==> src/common/muldiv_pkg.sv <==
//--------------------------------------------------------------------
// Shared definitions for the RV32M multiply/divide unit.
// Holds the widths, the funct3 codes, the decoded operation, the
// per-cycle steering strobes and the controller state encoding.
// Compile before any module of the unit.
//--------------------------------------------------------------------
package muldiv_pkg;

    //----------------------------------------------------------------
    // Widths and iteration count
    //----------------------------------------------------------------
    localparam int XLEN      = 32;          // Operand and result width
    localparam int ACC_W     = 2 * XLEN;    // Product or rem/quot pair
    localparam int DIV_ITERS = 32;          // One quotient bit per step
    localparam int CNT_W     = 5;           // Holds DIV_ITERS-1

    //----------------------------------------------------------------
    // M-extension funct3 codes
    //----------------------------------------------------------------
    localparam logic [2:0] F3_MUL    = 3'd0;
    localparam logic [2:0] F3_MULH   = 3'd1;
    localparam logic [2:0] F3_MULHSU = 3'd2;
    localparam logic [2:0] F3_MULHU  = 3'd3;
    localparam logic [2:0] F3_DIV    = 3'd4;
    localparam logic [2:0] F3_DIVU   = 3'd5;
    localparam logic [2:0] F3_REM    = 3'd6;
    localparam logic [2:0] F3_REMU   = 3'd7;

    //----------------------------------------------------------------
    // Decoded operation
    //----------------------------------------------------------------
    typedef struct packed {
        logic is_div;       // Divide family
        logic is_high;      // Upper product half
        logic src1_signed;  // Multiplicand is signed
        logic src2_signed;  // Multiplier is signed
        logic div_signed;   // DIV or REM
        logic is_rem;       // Return the remainder
    } muldiv_op_t;

    //----------------------------------------------------------------
    // Steering strobes, at most one set per cycle
    //----------------------------------------------------------------
    typedef struct packed {
        logic capture;      // Latch operation and operands
        logic mul_load;     // Write the product
        logic div_check;    // Nonzero divisor, set up the loop
        logic div_zero;     // Divisor is zero
        logic div_step;     // One shift-subtract iteration
        logic ret;          // Result on the output
    } muldiv_step_t;

    //----------------------------------------------------------------
    // Controller states
    //----------------------------------------------------------------
    typedef enum logic [2:0] {
        ST_IDLE  = 3'd0,
        ST_MUL   = 3'd1,
        ST_CHECK = 3'd2,
        ST_EXEC  = 3'd3,
        ST_RET   = 3'd4
    } state_t;

    // The multiplier returns to ST_IDLE via ST_RET like the divider,
    // so every operation ends with exactly one ST_RET cycle.

endpackage

==> src/hw/muldiv/muldiv_ctrl.sv <==
//--------------------------------------------------------------------
// Sequencer of the multiply/divide unit.
// Decodes funct3 into operation flags and walks the multiply path
// (capture, product, return) or the restoring divide path
// (capture, check, 32 steps, return), raising one strobe per cycle.
//--------------------------------------------------------------------
`timescale 1ns/10ps

module muldiv_ctrl (
    input  logic                     clk_i,
    input  logic                     rst_i,
    input  logic                     start_i,
    input  logic [2:0]               funct3_i,
    input  logic                     divisor_zero_i,
    input  logic                     last_i,
    output muldiv_pkg::muldiv_op_t   op_o,
    output muldiv_pkg::muldiv_step_t step_o,
    output logic                     busy_o,
    output logic                     done_o
);
    import muldiv_pkg::*;

    state_t state_q;
    state_t state_d;
    logic   start_ok;

    assign start_ok = (state_q == ST_IDLE) && start_i;  // Starts while busy are dropped

    //----------------------------------------------------------------
    // funct3 decode
    //----------------------------------------------------------------
    always_comb begin
        op_o = '0;
        case (funct3_i)
            F3_MUL:    op_o.is_high = 1'b0;
            F3_MULH: begin
                op_o.is_high     = 1'b1;
                op_o.src1_signed = 1'b1;
                op_o.src2_signed = 1'b1;
            end
            F3_MULHSU: begin
                op_o.is_high     = 1'b1;
                op_o.src1_signed = 1'b1;
            end
            F3_MULHU:  op_o.is_high = 1'b1;
            F3_DIV: begin
                op_o.is_div     = 1'b1;
                op_o.div_signed = 1'b1;
            end
            F3_DIVU:   op_o.is_div = 1'b1;
            F3_REM: begin
                op_o.is_div     = 1'b1;
                op_o.div_signed = 1'b1;
                op_o.is_rem     = 1'b1;
            end
            F3_REMU: begin
                op_o.is_div = 1'b1;
                op_o.is_rem = 1'b1;
            end
            default:   op_o = '0;
        endcase
    end

    //----------------------------------------------------------------
    // State machine
    //----------------------------------------------------------------
    always_comb begin
        state_d = state_q;
        case (state_q)
            ST_IDLE:  if (start_i) state_d = funct3_i[2] ? ST_CHECK : ST_MUL;
            ST_MUL:   state_d = ST_RET;
            ST_CHECK: state_d = divisor_zero_i ? ST_RET : ST_EXEC;  // x/0 skips the loop
            ST_EXEC:  if (last_i) state_d = ST_RET;
            ST_RET:   state_d = ST_IDLE;
            default:  state_d = ST_IDLE;
        endcase
    end

    always_ff @(posedge clk_i) begin
        if (rst_i) begin
            state_q <= ST_IDLE;
        end else begin
            state_q <= state_d;
        end
    end

    // Strobes
    always_comb begin
        step_o           = '0;
        step_o.capture   = start_ok;
        step_o.mul_load  = (state_q == ST_MUL);
        step_o.div_check = (state_q == ST_CHECK) && !divisor_zero_i;
        step_o.div_zero  = (state_q == ST_CHECK) && divisor_zero_i;
        step_o.div_step  = (state_q == ST_EXEC);
        step_o.ret       = (state_q == ST_RET);
    end

    assign busy_o = (state_q != ST_IDLE);
    assign done_o = (state_q == ST_RET);

endmodule

==> src/hw/muldiv/iter_counter.sv <==
//--------------------------------------------------------------------
// Iteration counter for the restoring divider.
// Loaded at the check step and counted down once per divide step.
// last_o marks the final iteration.
//--------------------------------------------------------------------
`timescale 1ns/10ps

module iter_counter (
    input  logic                     clk_i,
    input  logic                     rst_i,
    input  muldiv_pkg::muldiv_step_t step_i,
    output logic                     last_o
);
    import muldiv_pkg::*;

    logic [CNT_W-1:0] cnt_q;

    always_ff @(posedge clk_i) begin
        if (rst_i) begin
            cnt_q <= '0;
        end else if (step_i.div_check) begin
            cnt_q <= CNT_W'(DIV_ITERS - 1);     // 31 more steps after the first
        end else if (step_i.div_step) begin
            cnt_q <= cnt_q - 1'b1;
        end
    end

    // Only meaningful inside the loop
    assign last_o = step_i.div_step && (cnt_q == '0);

endmodule

==> src/hw/muldiv/operand_regs.sv <==
//--------------------------------------------------------------------
// Operand and operation registers of the multiply/divide unit.
// Latches the operation and both operands on capture, then swaps
// the operands for their magnitudes at the divide check step.
// Provides sign-extended multiply operands and the result sign flags.
//--------------------------------------------------------------------
`timescale 1ns/10ps

module operand_regs (
    input  logic                          clk_i,
    input  logic                          rst_i,
    input  muldiv_pkg::muldiv_step_t      step_i,
    input  muldiv_pkg::muldiv_op_t        op_i,
    input  logic [muldiv_pkg::XLEN-1:0]   src1_i,
    input  logic [muldiv_pkg::XLEN-1:0]   src2_i,
    output muldiv_pkg::muldiv_op_t        op_o,
    output logic signed [muldiv_pkg::XLEN:0] mcand_o,
    output logic signed [muldiv_pkg::XLEN:0] mplier_o,
    output logic [muldiv_pkg::XLEN-1:0]   dividend_mag_o,
    output logic [muldiv_pkg::XLEN-1:0]   divisor_mag_o,
    output logic                          divisor_zero_o,
    output logic                          quot_neg_o,
    output logic                          rem_neg_o
);
    import muldiv_pkg::*;

    muldiv_op_t      op_q;
    logic [XLEN-1:0] src1_q;
    logic [XLEN-1:0] src2_q;
    logic            src1_neg_q;    // Dividend still in two's complement
    logic            src2_neg_q;
    logic            quot_neg_q;
    logic            rem_neg_q;

    //----------------------------------------------------------------
    // Operation and sign flags
    //----------------------------------------------------------------
    always_ff @(posedge clk_i) begin
        if (rst_i) begin
            op_q       <= '0;
            src1_neg_q <= 1'b0;
            src2_neg_q <= 1'b0;
            quot_neg_q <= 1'b0;
            rem_neg_q  <= 1'b0;
        end else if (step_i.capture) begin
            op_q       <= op_i;
            src1_neg_q <= op_i.div_signed && src1_i[XLEN-1];
            src2_neg_q <= op_i.div_signed && src2_i[XLEN-1];
            quot_neg_q <= op_i.div_signed && (src1_i[XLEN-1] ^ src2_i[XLEN-1]);
            rem_neg_q  <= op_i.div_signed && src1_i[XLEN-1];  // Follows the dividend
        end else if (step_i.div_check) begin
            src1_neg_q <= 1'b0;     // Registers hold magnitudes from now on
            src2_neg_q <= 1'b0;
        end else if (step_i.div_zero) begin
            quot_neg_q <= 1'b0;
            rem_neg_q  <= 1'b0;
        end
    end

    // Operand payload
    always_ff @(posedge clk_i) begin
        if (step_i.capture) begin
            src1_q <= src1_i;
            src2_q <= src2_i;
        end else if (step_i.div_check) begin
            src1_q <= dividend_mag_o;
            src2_q <= divisor_mag_o;
        end
    end

    assign dividend_mag_o = src1_neg_q ? -src1_q : src1_q;
    assign divisor_mag_o  = src2_neg_q ? -src2_q : src2_q;
    assign divisor_zero_o = (src2_q == '0);

    assign mcand_o  = {op_q.src1_signed && src1_q[XLEN-1], src1_q};
    assign mplier_o = {op_q.src2_signed && src2_q[XLEN-1], src2_q};

    assign op_o       = op_q;
    assign quot_neg_o = quot_neg_q;
    assign rem_neg_o  = rem_neg_q;

endmodule

==> src/hw/muldiv/muldiv_acc.sv <==
//--------------------------------------------------------------------
// Shared 64-bit accumulator of the multiply/divide unit.
// Holds the full product for multiplies, or the remainder (upper
// half) and quotient (lower half) pair for the restoring divider.
// During the return cycle it picks and sign-corrects the result.
//--------------------------------------------------------------------
`timescale 1ns/10ps

module muldiv_acc (
    input  logic                             clk_i,
    input  logic                             rst_i,
    input  muldiv_pkg::muldiv_step_t         step_i,
    input  muldiv_pkg::muldiv_op_t           op_i,
    input  logic signed [muldiv_pkg::XLEN:0] mcand_i,
    input  logic signed [muldiv_pkg::XLEN:0] mplier_i,
    input  logic [muldiv_pkg::XLEN-1:0]      dividend_mag_i,
    input  logic [muldiv_pkg::XLEN-1:0]      divisor_mag_i,
    input  logic                             quot_neg_i,
    input  logic                             rem_neg_i,
    output logic [muldiv_pkg::XLEN-1:0]      rslt_o
);
    import muldiv_pkg::*;

    logic [ACC_W-1:0]        acc_q;
    logic [XLEN-1:0]         rem;
    logic [XLEN-1:0]         quot;
    logic [XLEN:0]           shifted;   // Partial remainder with next dividend bit
    logic [XLEN:0]           diff;
    logic                    fits;
    logic signed [ACC_W+1:0] prod;
    logic [XLEN-1:0]         rslt_mag;
    logic                    rslt_neg;

    assign rem  = acc_q[ACC_W-1:XLEN];
    assign quot = acc_q[XLEN-1:0];

    //----------------------------------------------------------------
    // Datapath
    //----------------------------------------------------------------
    assign prod    = mcand_i * mplier_i;                // 33x33 signed
    assign shifted = {rem, quot[XLEN-1]};
    assign diff    = shifted - {1'b0, divisor_mag_i};
    assign fits    = (shifted >= {1'b0, divisor_mag_i});  // Quotient bit

    always_ff @(posedge clk_i) begin
        if (rst_i) begin
            acc_q <= '0;
        end else if (step_i.mul_load) begin
            acc_q <= prod[ACC_W-1:0];
        end else if (step_i.div_check) begin
            acc_q <= {{XLEN{1'b0}}, dividend_mag_i};
        end else if (step_i.div_zero) begin
            // Remainder is the dividend as written, quotient all ones
            acc_q <= {mcand_i[XLEN-1:0], {XLEN{1'b1}}};
        end else if (step_i.div_step) begin
            acc_q <= {fits ? diff[XLEN-1:0] : shifted[XLEN-1:0],
                      quot[XLEN-2:0], fits};
        end
    end

    //----------------------------------------------------------------
    // Result select and sign fix-up
    //----------------------------------------------------------------
    always_comb begin
        if (!op_i.is_div) begin
            rslt_mag = op_i.is_high ? acc_q[ACC_W-1:XLEN] : acc_q[XLEN-1:0];
            rslt_neg = 1'b0;                // Product already signed
        end else if (op_i.is_rem) begin
            rslt_mag = rem;
            rslt_neg = rem_neg_i;
        end else begin
            rslt_mag = quot;
            rslt_neg = quot_neg_i;
        end
    end

    assign rslt_o = step_i.ret ? (rslt_neg ? -rslt_mag : rslt_mag) : '0;  // Zero when idle

endmodule

==> src/hw/muldiv/muldiv_unit.sv <==
//--------------------------------------------------------------------
// Top level of the RV32M multiply/divide unit.
// Pulse start_i with funct3_i and both operands while busy_o is low.
// The result is on rslt_o for the single cycle in which done_o is high.
//--------------------------------------------------------------------
`timescale 1ns/10ps

module muldiv_unit (
    input  logic                        clk_i,
    input  logic                        rst_i,
    input  logic                        start_i,
    input  logic [2:0]                  funct3_i,
    input  logic [muldiv_pkg::XLEN-1:0] src1_i,
    input  logic [muldiv_pkg::XLEN-1:0] src2_i,
    output logic                        busy_o,
    output logic                        done_o,
    output logic [muldiv_pkg::XLEN-1:0] rslt_o
);
    import muldiv_pkg::*;

    muldiv_op_t        op_dec;          // Decoded from funct3_i
    muldiv_op_t        op_reg;          // Held for the whole operation
    muldiv_step_t      step;
    logic              last;
    logic              divisor_zero;
    logic signed [XLEN:0] mcand;
    logic signed [XLEN:0] mplier;
    logic [XLEN-1:0]   dividend_mag;
    logic [XLEN-1:0]   divisor_mag;
    logic              quot_neg;
    logic              rem_neg;

    muldiv_ctrl u_ctrl (
        .clk_i          (clk_i),
        .rst_i          (rst_i),
        .start_i        (start_i),
        .funct3_i       (funct3_i),
        .divisor_zero_i (divisor_zero),
        .last_i         (last),
        .op_o           (op_dec),
        .step_o         (step),
        .busy_o         (busy_o),
        .done_o         (done_o)
    );

    iter_counter u_cnt (
        .clk_i  (clk_i),
        .rst_i  (rst_i),
        .step_i (step),
        .last_o (last)
    );

    operand_regs u_opr (
        .clk_i          (clk_i),
        .rst_i          (rst_i),
        .step_i         (step),
        .op_i           (op_dec),
        .src1_i         (src1_i),
        .src2_i         (src2_i),
        .op_o           (op_reg),
        .mcand_o        (mcand),
        .mplier_o       (mplier),
        .dividend_mag_o (dividend_mag),
        .divisor_mag_o  (divisor_mag),
        .divisor_zero_o (divisor_zero),
        .quot_neg_o     (quot_neg),
        .rem_neg_o      (rem_neg)
    );

    muldiv_acc u_acc (
        .clk_i          (clk_i),
        .rst_i          (rst_i),
        .step_i         (step),
        .op_i           (op_reg),
        .mcand_i        (mcand),
        .mplier_i       (mplier),
        .dividend_mag_i (dividend_mag),
        .divisor_mag_i  (divisor_mag),
        .quot_neg_i     (quot_neg),
        .rem_neg_i      (rem_neg),
        .rslt_o         (rslt_o)
    );

endmodule

==> config.mk <==
export PLATFORM = sky130hd
export DESIGN_NAME = muldiv_unit
export DESIGN_NICKNAME = d
export VERILOG_FILES = /design/src/common/muldiv_pkg.sv /design/src/hw/muldiv/muldiv_ctrl.sv /design/src/hw/muldiv/iter_counter.sv /design/src/hw/muldiv/operand_regs.sv /design/src/hw/muldiv/muldiv_acc.sv /design/src/hw/muldiv/muldiv_unit.sv
export SDC_FILE = /design/constraint.sdc
export NUM_CORES = 2
export LEC_CHECK = 0
export CAP_MARGIN = 10
export CORE_UTILIZATION = 35
export DETAILED_ROUTE_END_ITERATION = 10
export DONT_BUFFER_PORTS = 1
export MAX_ROUTING_LAYER = met4
export PLACE_DENSITY_LB_ADDON = 0.15
export SLEW_MARGIN = 20
export SYNTH_ARGS = -nofsm -noshare
export SYNTH_HDL_FRONTEND = slang
export SYNTH_HIERARCHICAL = 1
export SYNTH_SLANG_ARGS = --single-unit
==> constraint.sdc <==
create_clock -name clk_i -period 11.6 [get_ports clk_i]
set_input_delay 1.16 -clock clk_i [delete_from_list [all_inputs] [get_ports clk_i]]
set_output_delay 1.16 -clock clk_i [all_outputs]
set_load 0.02 [all_outputs]
==> reports/qor.txt <==
status = finished, final reports clean
crit path launch = u_opr/src2_q[5]
Initial Util = 35.3%
all-layer global routing usage = 24.4%
Post-DP HPWL = 135000 um
Reg2Reg Launch Point = u_opr/src2_q[5]
Final Hold Viols = 0
worst setup path end = u_acc/acc_q[60]
Avg WL per Cell = 22.7 um
# H-tree levels = 4
Tcrit/Tclk final = 78.4%
# DRC = 0
share of layout cells above drive strength 1 = 3.89%
vias in the first global route = 41800
Worst Hold Class = register to register
vias per cell = 5.20
fin cells = 7534
Final Critical Period = 9.10 ns
CTS Buf Count = 17
# Post-CTS Setup Buffers = 0
vias = 39200
IO Count = 104
CP required = 11.96 ns
hold_buf cts = 0
Maximum Capacitance Violations = 0
Routed WL = 171000 um
reg2reg end = u_acc/acc_q[60]
post_cts resized = 0
fill cell count = 15100
drt first pass iters = 6
Post-Synthesis Cells = 5812
crit path capture type = register
first-pass GRT wire length = 265000 um
Rel. slew slack = 26.6%
slowest stage delay, CP = 1.07 ns
Final TNS setup = 0 ns
initial antenna violation count = 24
synthesis-to-layout area growth = 4.97%
remaining antenna violation count = 0
cell area after synthesis = 0.0513 mm2
Die X = 385 um
gr ovfl total = 0
clk root buf = clkbuf_16
unrepaired setup endpoints after global routing = false
syn avg cell area = 8.83 um2
final setup violation count = 0
fmax = 110 MHz
warnings from Yosys = 6
Placed Cells = 7484
Net count, final = 7030
placement row count = 140
largest net degree at the start of global routing = 155
CP max FO = 28
Worst-path clk slew = 0.06 ns
Cell Chain, Critical Path = and2_1 -> fa_1 -> fa_1 -> fa_1 -> fa_1 -> inv_1 -> fa_1 -> inv_1 -> fa_1 -> fa_1 -> inv_1 -> fa_1 -> inv_1 -> ha_1 -> a21o_1 -> a21oi_1 -> o21ai_0 -> a21oi_1 -> nor2_1 -> a2111oi_0 -> a31oi_1 -> a211o_1
final count of pins violating max slew = 0
Port Buf Inserts = 0
Clock Latency Late Sink = 0.47 ns
Startpoint Class = register
Clock Skew = 0.0149 ns
Hold Slack = 0.456 ns
CTS Buffer Depth = 2
syn_nets = 7256
WS Path Type = register to register
slowest stage cell, crit path = edfxtp_1
CP bufs+invs = 4
worst reg-to-reg path cell count = 22
CP arrival = 9.45 ns
Least-Margin Pin Slew = 1.10 ns
Top Family by Delay on Critical Path = adder cells
worst reg2reg setup slack = 2.50 ns
Die H = 385 um
critical path depth = 22
CTS tree = built
most frequent CP cell = fa_1
CTS Sinks = 145
DRT iter0 DRCs = 2389
GP Congestion = 0.923
die area = 0.148 mm2
core area = 0.146 mm2
state kept, by name (all words and copies together), names as in the netlist:
name / flops
u_acc/acc_q: 64
u_opr/src1_neg_q: 1
u_opr/rem_neg_o: 1
u_cnt/cnt_q: 5
u_ctrl/state_q: 3
u_opr/op_o: 5
u_opr/src2_neg_q: 1
u_opr/src2_q: 32
u_opr/src1_q: 32
u_opr/quot_neg_o: 1
worst reg2reg max path: stages (launching register included):
cell	delay (ns)
edfxtp_1	1.07
and2_1	0.28
fa_1	0.47
fa_1	0.56
fa_1	0.67
fa_1	0.85
inv_1	0.36
fa_1	0.59
inv_1	0.06
fa_1	0.49
fa_1	0.49
inv_1	0.05
fa_1	0.47
inv_1	0.04
ha_1	0.39
a21o_1	0.22
a21oi_1	0.13
o21ai_0	0.11
a21oi_1	0.21
nor2_1	0.09
a2111oi_0	0.87
a31oi_1	0.23
a211o_1	0.30
cell type report:
cell class,instances,area [um2],area share [%]
clock buffer,22,518,0.961
inverter,1201,4510,8.37
tap,1917,2400,4.45
sequential,145,3550,6.58
timing repair buffer,102,778,1.44
multi-input combinational,4119,42000,77.9
antenna,18,45.0,0.0836
clock inverter,10,115,0.214
stage by stage:
step | cell area, um2 | setup slack [ns] | utilization, %
after floorplan | 51300 | 3.46 | -
after global placement | 53200 | 2.62 | 36.5
after detailed placement | 53200 | 2.57 | 36.5
after CTS | 53800 | 2.52 | 37.0
after global routing | 53900 | 2.08 | 37.0
final | 53900 | 2.50 | 37.0
cell usage in the layout, fill, tap and decap left out, drive strengths merged, types with 36 or more instances in the layout:
master and n:
a21o 58, o211ai 36, ha 248, dfxtp 81
mux2i 48, xnor2 137, nor2 213, o21ai 110
xor2 44, or4 38, inv 1205, nand3 55
buf 102, edfxtp 64, mux2 44, nor3 78
nand2 651, nor2b 44, and2 570, fa 1126
a21oi 167
metal layers:
metal | part of all wire, % | vias up | GRT usage (%)
met4 | 2.7 | 0 | 5.86
met1 | 42 | 20500 | 30.9
met2 | 50 | 1024 | 41.4
met3 | 4.8 | 187 | 2.89
met5 | 0 | - | -
li1 | - | 17400 | -
how the worst min path moves through the flow:
stage / cells after the start / from / end / slack, ns
after CTS: 2 / u_opr/rem_neg_o / u_opr/rem_neg_o / 0.45
after floorplan: 2 / u_opr/rem_neg_o / u_opr/rem_neg_o / 0.43
after global placement: 2 / u_opr/rem_neg_o / u_opr/rem_neg_o / 0.44
after global routing: 2 / u_opr/rem_neg_o / u_opr/rem_neg_o / 0.49
final: 2 / u_opr/rem_neg_o / u_opr/rem_neg_o / 0.46
after detailed placement: 2 / u_opr/rem_neg_o / u_opr/rem_neg_o / 0.44
Power is not shown: default switching activity piles up to over one toggle a cycle in this logic, so the estimate is an artifact.
